### src/logic/tlb_pkg.sv
`default_nettype none

package tlb_pkg;

    // ------------------------------
    // entry field widths
    // ------------------------------
    localparam int tlb_virtpage_size = 20;
    localparam int tlb_physpage_size = 20;

    // bit 0 read, bit 1 write, bit 2 fixed
    localparam int tlb_perm_size = 3;
    localparam int tlb_perm_fixed_bit = 2;

    localparam int tlb_data_size = tlb_perm_size + tlb_physpage_size + tlb_virtpage_size;

    // ------------------------------
    // entry layout, high to low
    // ------------------------------
    typedef struct packed {
        logic [tlb_perm_size-1:0]     perm;
        logic [tlb_physpage_size-1:0] physpage;
        logic [tlb_virtpage_size-1:0] virtpage;
    } tlb_entry_t;

    // commands from the register block
    typedef enum logic [1:0] {
        tlb_cmd_write  = 2'd0,
        tlb_cmd_read   = 2'd1,
        tlb_cmd_delete = 2'd2,
        tlb_cmd_clear  = 2'd3
    } tlb_cmd_e;

    // result code, valid with done
    typedef enum logic [1:0] {
        tlb_err_none    = 2'd0,
        tlb_err_miss    = 2'd1,
        tlb_err_no_perm = 2'd2,
        tlb_err_full    = 2'd3
    } tlb_error_e;

endpackage

`default_nettype wire

### src/logic/tlb_mem_if.sv
`timescale 1ns/1ns
`default_nettype none

interface tlb_mem_if #(
    parameter int TLB_ADDR_WIDTH = 5
);
    import tlb_pkg::*;

    logic                      en;
    logic                      we;
    logic [TLB_ADDR_WIDTH-1:0] addr;
    tlb_entry_t                wdata;
    tlb_entry_t                rdata;

    // wdata comes straight from the top level write port
    modport ctrl (output en, output we, output addr, input rdata);
    modport mem  (input en, input we, input addr, input wdata, output rdata);

endinterface

`default_nettype wire

### src/logic/tlb_valid_if.sv
`timescale 1ns/1ns
`default_nettype none

interface tlb_valid_if #(
    parameter int TLB_ADDR_WIDTH = 5
);
    localparam int TLB_DEPTH = 1 << TLB_ADDR_WIDTH;

    // one-cycle pulses from the controller
    logic                      set;
    logic                      clr;
    logic [TLB_ADDR_WIDTH-1:0] idx;

    // tracker state and search results
    logic [TLB_DEPTH-1:0]      valid_bits;
    logic [TLB_ADDR_WIDTH-1:0] first_idx;
    logic [TLB_ADDR_WIDTH-1:0] last_idx;
    logic                      empty;

    modport ctrl (
        output set, output clr, output idx,
        input  valid_bits, input first_idx, input last_idx, input empty
    );

    modport tracker (
        input  set, input clr, input idx,
        output valid_bits, output first_idx, output last_idx, output empty
    );

endinterface

`default_nettype wire

### src/logic/tlb_entry_mem.sv
`timescale 1ns/1ns
`default_nettype none

module tlb_entry_mem #(
    parameter int TLB_DEPTH = 32
) (
    input  logic   clk_i,
    input  logic   reset_n_i,
    tlb_mem_if.mem mem_o
);
    import tlb_pkg::*;

    localparam int TLB_ADDR_WIDTH = $clog2(TLB_DEPTH);

    logic [tlb_data_size-1:0] mem_q [TLB_DEPTH];
    tlb_entry_t               rdata_q;

    // storage array, single port
    always_ff @(posedge clk_i) begin
        if (mem_o.en && mem_o.we) begin
            mem_q[mem_o.addr] <= mem_o.wdata;
        end
    end

    // registered read, one cycle latency
    always_ff @(posedge clk_i) begin
        if (!reset_n_i) begin
            rdata_q <= '0;
        end else if (mem_o.en && !mem_o.we) begin
            rdata_q <= tlb_entry_t'(mem_q[mem_o.addr[TLB_ADDR_WIDTH-1:0]]);
        end
    end

    assign mem_o.rdata = rdata_q;

endmodule

`default_nettype wire

### src/logic/tlb_valid_tracker.sv
`timescale 1ns/1ns
`default_nettype none

module tlb_valid_tracker #(
    parameter int TLB_DEPTH = 32
) (
    input  logic           clk_i,
    input  logic           reset_n_i,
    tlb_valid_if.tracker   valid_o
);

    localparam int TLB_ADDR_WIDTH = $clog2(TLB_DEPTH);

    logic [TLB_DEPTH-1:0]      valid_q;
    logic [TLB_ADDR_WIDTH-1:0] first_idx;
    logic [TLB_ADDR_WIDTH-1:0] last_idx;

    // ------------------------------
    // valid bit register
    // ------------------------------
    always_ff @(posedge clk_i) begin
        if (!reset_n_i) begin
            valid_q <= '0;
        end else begin
            if (valid_o.set) begin
                valid_q[valid_o.idx] <= 1'b1;
            end
            if (valid_o.clr) begin
                valid_q[valid_o.idx] <= 1'b0;
            end
        end
    end

    // ------------------------------
    // priority search
    // ------------------------------

    // lowest set bit, the last hit of a downward scan wins
    always_comb begin
        first_idx = '0;
        for (int i = TLB_DEPTH - 1; i >= 0; i--) begin
            if (valid_q[i]) begin
                first_idx = TLB_ADDR_WIDTH'(i);
            end
        end
    end

    // highest set bit, the last hit of an upward scan wins
    always_comb begin
        last_idx = '0;
        for (int i = 0; i < TLB_DEPTH; i++) begin
            if (valid_q[i]) begin
                last_idx = TLB_ADDR_WIDTH'(i);
            end
        end
    end

    // both indices fall back to 0 on an empty table
    assign valid_o.valid_bits = valid_q;
    assign valid_o.first_idx  = first_idx;
    assign valid_o.last_idx   = last_idx;
    assign valid_o.empty      = ~|valid_q;

endmodule

`default_nettype wire

### src/logic/tlb_ctrl.sv
`timescale 1ns/1ns
`default_nettype none

module tlb_ctrl #(
    parameter int TLB_DEPTH = 32
) (
    input  logic                clk_i,
    input  logic                reset_n_i,
    input  logic                en_i,
    input  tlb_pkg::tlb_cmd_e   cmd_i,
    input  tlb_pkg::tlb_entry_t req_i,
    output tlb_pkg::tlb_entry_t rdata_o,
    output logic                active_o,
    output logic                done_o,
    output tlb_pkg::tlb_error_e error_o,
    tlb_mem_if.ctrl             mem_o,
    tlb_valid_if.ctrl           valid_i
);
    import tlb_pkg::*;

    localparam int TLB_ADDR_WIDTH = $clog2(TLB_DEPTH);

    typedef enum logic [3:0] {
        st_idle,
        st_write_start,
        st_write_occup,
        st_write_overwrite,
        st_read_start,
        st_read_check,
        st_del_start,
        st_del_check,
        st_del_remove,
        st_clear_start,
        st_clear_check,
        st_clear_remove,
        st_finish
    } state_e;

    state_e                    state_q, state_d;
    logic [TLB_ADDR_WIDTH-1:0] addr_q, addr_d;
    logic                      probe_valid_q;
    tlb_entry_t                rdata_q, rdata_d;
    tlb_error_e                error_q, error_d;

    tlb_entry_t                entry;
    logic                      addr_valid;
    logic [TLB_ADDR_WIDTH-1:0] last_incr;
    logic [TLB_ADDR_WIDTH-1:0] cmp_dn_idx;
    logic [TLB_ADDR_WIDTH-1:0] cmp_up_idx;
    logic                      page_match;
    logic                      perm_match;

    assign entry      = mem_o.rdata;
    assign addr_valid = valid_i.valid_bits[addr_q];
    assign last_incr  = valid_i.last_idx + 1'b1;

    // the entry under compare lags the address by one slot
    assign cmp_dn_idx = addr_q + 1'b1;
    assign cmp_up_idx = addr_q - 1'b1;

    assign page_match = probe_valid_q && (entry.virtpage == req_i.virtpage);
    // only read and write take part in the permission check
    assign perm_match = |(entry.perm[1:0] & req_i.perm[1:0]);

    always_ff @(posedge clk_i) begin
        if (!reset_n_i) begin
            state_q       <= st_idle;
            addr_q        <= '0;
            probe_valid_q <= 1'b0;
            rdata_q       <= '0;
            error_q       <= tlb_err_none;
        end else begin
            state_q       <= state_d;
            addr_q        <= addr_d;
            probe_valid_q <= addr_valid;
            rdata_q       <= rdata_d;
            error_q       <= error_d;
        end
    end

    always_comb begin
        state_d       = state_q;
        addr_d        = addr_q;
        rdata_d       = rdata_q;
        error_d       = error_q;
        mem_o.en      = 1'b0;
        mem_o.we      = 1'b0;
        valid_i.set   = 1'b0;
        valid_i.clr   = 1'b0;

        case (state_q)
            st_idle: begin
                if (en_i) begin
                    error_d = tlb_err_none;
                    case (cmd_i)
                        tlb_cmd_write: begin
                            addr_d  = valid_i.empty ? '0 : last_incr;
                            state_d = st_write_start;
                        end
                        tlb_cmd_read: begin
                            addr_d  = valid_i.last_idx;
                            state_d = st_read_start;
                        end
                        tlb_cmd_delete: begin
                            addr_d  = valid_i.last_idx;
                            state_d = st_del_start;
                        end
                        tlb_cmd_clear: begin
                            addr_d  = valid_i.first_idx;
                            state_d = st_clear_start;
                        end
                    endcase
                end
            end

            // ------------------------------
            // write
            // ------------------------------
            st_write_start: begin
                mem_o.en = 1'b1;
                if (!addr_valid) begin
                    mem_o.we    = 1'b1;
                    valid_i.set = 1'b1;
                    state_d     = st_finish;
                end else begin
                    // slot taken, look for something to evict
                    addr_d  = addr_q + 1'b1;
                    state_d = st_write_occup;
                end
            end

            st_write_occup: begin
                // next slot is fetched while this one is checked
                mem_o.en = 1'b1;
                if (entry.perm[tlb_perm_fixed_bit]) begin
                    if (addr_q == last_incr) begin
                        // came all the way round, nothing to evict
                        error_d = tlb_err_full;
                        state_d = st_finish;
                    end else if (addr_valid) begin
                        addr_d = addr_q + 1'b1;
                    end else begin
                        state_d = st_write_overwrite;
                    end
                end else begin
                    addr_d  = cmp_up_idx;
                    state_d = st_write_overwrite;
                end
            end

            st_write_overwrite: begin
                mem_o.en    = 1'b1;
                mem_o.we    = 1'b1;
                valid_i.set = 1'b1;
                state_d     = st_finish;
            end

            // ------------------------------
            // read, highest slot first
            // ------------------------------
            st_read_start: begin
                mem_o.en = 1'b1;
                if (addr_valid) begin
                    addr_d  = addr_q - 1'b1;
                    state_d = st_read_check;
                end else begin
                    error_d = tlb_err_miss;
                    state_d = st_finish;
                end
            end

            st_read_check: begin
                rdata_d  = entry;
                mem_o.en = addr_valid;
                if (page_match) begin
                    error_d = perm_match ? tlb_err_none : tlb_err_no_perm;
                    state_d = st_finish;
                end else if (cmp_dn_idx > valid_i.first_idx) begin
                    addr_d = addr_q - 1'b1;
                end else begin
                    error_d = tlb_err_miss;
                    state_d = st_finish;
                end
            end

            // ------------------------------
            // delete, same walk as read
            // ------------------------------
            st_del_start: begin
                mem_o.en = 1'b1;
                if (addr_valid) begin
                    addr_d  = addr_q - 1'b1;
                    state_d = st_del_check;
                end else begin
                    error_d = tlb_err_miss;
                    state_d = st_finish;
                end
            end

            st_del_check: begin
                mem_o.en = addr_valid;
                if (page_match) begin
                    addr_d  = cmp_dn_idx;
                    state_d = st_del_remove;
                end else if (cmp_dn_idx > valid_i.first_idx) begin
                    addr_d = addr_q - 1'b1;
                end else begin
                    error_d = tlb_err_miss;
                    state_d = st_finish;
                end
            end

            st_del_remove: begin
                valid_i.clr = 1'b1;
                state_d     = st_finish;
            end

            // ------------------------------
            // clear, lowest slot first
            // ------------------------------
            st_clear_start: begin
                mem_o.en = 1'b1;
                addr_d   = addr_q + 1'b1;
                state_d  = st_clear_check;
            end

            st_clear_check: begin
                mem_o.en = addr_valid;
                if (probe_valid_q && !entry.perm[tlb_perm_fixed_bit]) begin
                    addr_d  = cmp_up_idx;
                    state_d = st_clear_remove;
                end else if (cmp_up_idx < valid_i.last_idx) begin
                    addr_d = addr_q + 1'b1;
                end else begin
                    state_d = st_finish;
                end
            end

            // resume the walk just above the removed slot
            st_clear_remove: begin
                valid_i.clr = 1'b1;
                addr_d      = addr_q + 1'b1;
                state_d     = st_clear_start;
            end

            st_finish: begin
                state_d = st_idle;
            end

            default: begin
                state_d = st_idle;
            end
        endcase
    end

    assign valid_i.idx = addr_q;
    assign mem_o.addr  = addr_q;

    assign rdata_o  = rdata_q;
    assign active_o = (state_q != st_idle);
    assign done_o   = (state_q == st_finish);
    assign error_o  = error_q;

endmodule

`default_nettype wire

### src/logic/tlb_top.sv
`timescale 1ns/1ns
`default_nettype none

module tlb_top #(
    parameter int TLB_DEPTH = 32
) (
    input  logic                clk_i,
    input  logic                reset_n_i,

    // command from the register block
    input  logic                tlb_en_i,
    input  tlb_pkg::tlb_cmd_e   tlb_cmd_i,
    input  tlb_pkg::tlb_entry_t tlb_wdata_i,

    // result, valid with done
    output tlb_pkg::tlb_entry_t tlb_rdata_o,
    output logic                tlb_active_o,
    output logic                tlb_done_o,
    output tlb_pkg::tlb_error_e tlb_error_o
);

    localparam int TLB_ADDR_WIDTH = $clog2(TLB_DEPTH);

    tlb_mem_if   #(.TLB_ADDR_WIDTH(TLB_ADDR_WIDTH)) mem_if ();
    tlb_valid_if #(.TLB_ADDR_WIDTH(TLB_ADDR_WIDTH)) valid_if ();

    // the register block holds wdata stable for the whole command
    assign mem_if.wdata = tlb_wdata_i;

    tlb_ctrl #(
        .TLB_DEPTH (TLB_DEPTH)
    ) i_tlb_ctrl (
        .clk_i     (clk_i),
        .reset_n_i (reset_n_i),
        .en_i      (tlb_en_i),
        .cmd_i     (tlb_cmd_i),
        .req_i     (tlb_wdata_i),
        .rdata_o   (tlb_rdata_o),
        .active_o  (tlb_active_o),
        .done_o    (tlb_done_o),
        .error_o   (tlb_error_o),
        .mem_o     (mem_if.ctrl),
        .valid_i   (valid_if.ctrl)
    );

    tlb_entry_mem #(
        .TLB_DEPTH (TLB_DEPTH)
    ) i_tlb_entry_mem (
        .clk_i     (clk_i),
        .reset_n_i (reset_n_i),
        .mem_o     (mem_if.mem)
    );

    tlb_valid_tracker #(
        .TLB_DEPTH (TLB_DEPTH)
    ) i_tlb_valid_tracker (
        .clk_i     (clk_i),
        .reset_n_i (reset_n_i),
        .valid_o   (valid_if.tracker)
    );

endmodule

`default_nettype wire

### config.mk
export PLATFORM = sky130hd
export DESIGN_NAME = tlb_top
export DESIGN_NICKNAME = d
export VERILOG_FILES = /design/src/logic/tlb_pkg.sv /design/src/logic/tlb_mem_if.sv /design/src/logic/tlb_valid_if.sv /design/src/logic/tlb_entry_mem.sv /design/src/logic/tlb_valid_tracker.sv /design/src/logic/tlb_ctrl.sv /design/src/logic/tlb_top.sv
export SDC_FILE = /design/constraint.sdc
export NUM_CORES = 2
export LEC_CHECK = 0
export BUFFER_PORTS_ARGS = -buffer_cell sky130_fd_sc_hd__buf_2
export CAP_MARGIN = 0
export CORE_MARGIN = 3
export CORE_UTILIZATION = 60
export DETAILED_ROUTE_END_ITERATION = 8
export PLACE_DENSITY = 0.75
export SLEW_MARGIN = 20
export SYNTH_ARGS = -nofsm -noshare
export SYNTH_HDL_FRONTEND = slang
export SYNTH_SLANG_ARGS = --single-unit
### constraint.sdc
create_clock -name clk_i -period 6.2 [get_ports clk_i]
set_input_delay 0.62 -clock clk_i [delete_from_list [all_inputs] [get_ports clk_i]]
set_output_delay 0.62 -clock clk_i [all_outputs]
set_load 0.005 [all_outputs]
==> flow_summary_export.csv <==
group,metric,value,unit
outcome,status,"finished, final reports clean",
setup_path,path_cells,"clkinv_1 > o221ai_1 > a22oi_1 > and2_1 > a21oi_1 > o221a_4 > buf_4 > nor2_1 > a311oi_1",
cells_and_area,instances_no_fill,4496,
sta,clock_skew,34.3,ps
die,io_pins,95,
cells_and_area,fillers,5763,
die,core,95900,um2
synth,ys.flop_type,"edfxtp_1",
global_routing,grt.total_usage,31.7,%
drt,drc,0,
cells_and_area,final_common_cell,"edfxtp_1",
place,hpwl,87900,um
synth,ys_warn_count,0,
die,rows,113,
clock_tree,cts_buffers,146,
global_routing,antenna_found_initial,3,
drt,ant_nets,0,
setup_path,crit_path_max_fanout,47,
sta,rsz0062_at_grt,"false",
min_path,min_path_type,"primary input to flop",
pwr,power_density,376,nW/um2
clock_tree,cts.sinks,1506,
setup_path,cp-start-kind,"flop",
synth,synth_top_area_share,70.6,%
drt,drt_first_pass_iters,6,
synth,synth.distinct_cells,78,
global_routing,grt_pass1_wl,231000,um
clock_tree,cts_max_level,4,
drt,vias_per_cell,7.12,
clock_tree,clock_latency,760,ps
sta,tightest_slew,1100,ps
setup_path,crit_slowest_cell,"dfxtp_1",
setup_path,crit_buf_inv,2,
synth,synthCells,2957,
setup_path,critPathCaptureType,"flop",
sta,post-route-min-period,4370,ps
pwr,p_comb_share,17.3,%
die,die_w,318,um
setup_path,arrival,5010,ps
global_routing,gr-total-overflow,0,
flow_run,max_cap_viol_count,0,
setup_path,cpPeakStageDelay,1000,ps
drt,drtIter0Drc,4981,
clock_tree,cts_tree,"yes",
cells_and_area,area_growth,12.4,%
global_routing,grt_max_degree,114,
die,initial_core_util,61.1,%
setup_path,cp_top_family,"compound AO/OA/AOI/OAI gates",
drt,wl_per_cell,35.3,um
clock_tree,cts_resized,0,
sta,slew_headroom,26.8,%
clock_tree,clock-root-buffer,"clkbuf_16",
synth,syn-cell-area,58500,um2
synth,syn-num-nets,3025,
pwr,p_int,18200,uW
sta,period_share,70.5,%
drt,totalWireLength,159000,um
synth,synthTopCellsByArea,"edfxtp_1, mux4_2, dfxtp_1",
clock_tree,ctsLongestPathBuffers,3,
pwr,p_sw_share,26.5,%
clock_tree,cts_setup_buffers,0,
clock_tree,ctsHoldBuffers,0,
setup_path,cp-startpoint,"i_tlb_ctrl.mem_o.addr[3]",
sta,slew_viol_final,0,
sta,fmax,0.229,GHz
clock_tree,cts.clk_slew.worst_paths,70,ps
cells_and_area,layout.nets,3174,
place,gp_congestion,0.914,
pwr,seq_power_share,47.1,%
place,portBuffers,94,
sta,hold_viol_final,0,
pwr,ir_drop,0.266,mV
synth,ys_async_sr_fraction,0,%
setup_path,critPathRequiredTime,6840,ps
setup_path,rrSetupSlack,1830,ps
min_path,hold_start,"tlb_wdata_i[28]",
synth,syn_area_per_cell,19.8,um2
pwr,power.switching,6550,uW
global_routing,first_global_vias,32200,
synth,synth_edf_count,1376,
place,placed_cells,4222,
cells_and_area,layout_common_cells,"edfxtp_1, mux4_2, clkbuf_16",
setup_path,worst-setup-path-type,"flop to flop",
die,die_y,318,um
pwr,p_leak,0.0205,uW
synth,synth_seq_cells,1506,
sta,finalSetupTns,0,ps
cells_and_area,drive_gt1_share,26.1,%
synth,yosys.area.top_type,"edfxtp_1",
synth,ys_seq_area_share,75.0,%
pwr,p_clk_share,35.6,%
setup_path,timing.rr.start,"i_tlb_ctrl.mem_o.addr[3]",
die,die_area,101000,um2
drt,vias,32000,
sta,finalSetupViolCount,0,
==> through the flow <==
stage	power (uW)	utilization [%]	setup slack, ps	hold slack, ps	area (um2)
after floorplan	14700	-	1650	432	58500
after global placement	16000	63.6	2060	442	61000
after detailed placement	16100	63.6	2000	445	61000
after CTS	24800	68.6	1890	341	65800
after global routing	25500	68.6	1530	378	65800
final	24800	68.6	1830	384	65800
==> registers in the layout, indices dropped and copies added (netlist names) <==
register,flops
i_tlb_ctrl.probe_valid_q,1
i_tlb_entry_mem.mem_o.rdata,43
i_tlb_ctrl.rdata_o,43
i_tlb_ctrl.mem_o.addr,5
i_tlb_ctrl.state_q,4
i_tlb_valid_tracker.valid_o.valid_bits,32
i_tlb_entry_mem.mem_q,1376
i_tlb_ctrl.error_o,2
==> kinds of logic after synthesis <==
group,synth area share (%)
muxes,13.7
buffers and inverters,1.44
adders and majority gates,0.427
DFF,75.0
and+or+nand+nor,3.06
xor gates and xnor gates,0.515
AOI/OAI and AO/OA,5.81
==> cell usage after synthesis, types with 6 or more instances <==
master	count
nor2b_1	11
xor2_1	8
o22ai_1	6
buf_1	26
mux2i_1	27
clkbuf_1	106
xnor2_1	22
nand2b_1	6
nand4_1	10
a21oi_1	72
o221ai_1	9
nor2_1	131
a211oi_1	11
o21ai_0	21
inv_1	28
mux4_2	344
a221oi_1	75
dfxtp_1	130
a22oi_1	24
a311oi_1	34
a31oi_1	7
edfxtp_1	1376
a22o_1	71
nor3_1	23
o211ai_1	9
o221a_2	34
or4_1	6
nand2_1	136
nor4_1	11
nand3_1	29
ha_1	20
buf_2	35
or3b_2	6
o31ai_1	7
nand3b_1	6
==> power groups by stage <==
stage / Clock (uW) / Sequential (uW) / Combinational [uW]
2_1_floorplan: 0 / 11600 / 3050
3_3_place_gp: 0 / 11800 / 4150
3_5_place_dp: 0 / 11900 / 4210
4_1_cts: 8890 / 11600 / 4260
5_1_grt: 9290 / 11700 / 4550
6_report: 8820 / 11700 / 4290
==> layer usage <==
layer | part of all wire, % | up-vias | global-route usage (%) | wire, um
met5 | 0 | - | 0 | 0
met4 | 4.0 | 0 | 11.7 | 6280
met3 | 12 | 361 | 6.94 | 18600
met2 | 48 | 2298 | 49.8 | 76000
met1 | 36 | 16600 | 44.7 | 57700
li1 | - | 12700 | - | -
==> final cells by class <==
class / count / area (um2) / share of cell area, %
Clock buffer: 203 / 4130 / 6.28
Sequential cell: 1506 / 43900 / 66.8
Timing Repair Buffer: 173 / 1270 / 1.93
Tap cell: 1265 / 1580 / 2.41
Clock inverter: 68 / 653 / 0.993
Inverter: 32 / 123 / 0.186
Antenna cell: 2 / 5.00 / 0.00761
Multi-Input combinational cell: 1247 / 14100 / 21.4
==> worst paths after layout <==
| kind | endpoint | cells after the start |
|---|---|---|
| min reg2reg | i_tlb_ctrl.rdata_o[9] | 2 |
| max | i_tlb_entry_mem.mem_o.rdata[20] | 9 |
| max reg2reg | i_tlb_entry_mem.mem_o.rdata[20] | 9 |
| min | i_tlb_entry_mem.mem_q[21][28] | 1 |
==> worst register-to-register path, delay by kind of cell (launching register included) <==
kind                   cells  cell delay (ps)
AND/OR/NAND/NOR            2              440
AO/OA/AOI/OAI              5             1590
buffers and inverters      2             1230
flip-flops                 1             1000
Power figures use the tool's default switching activity.
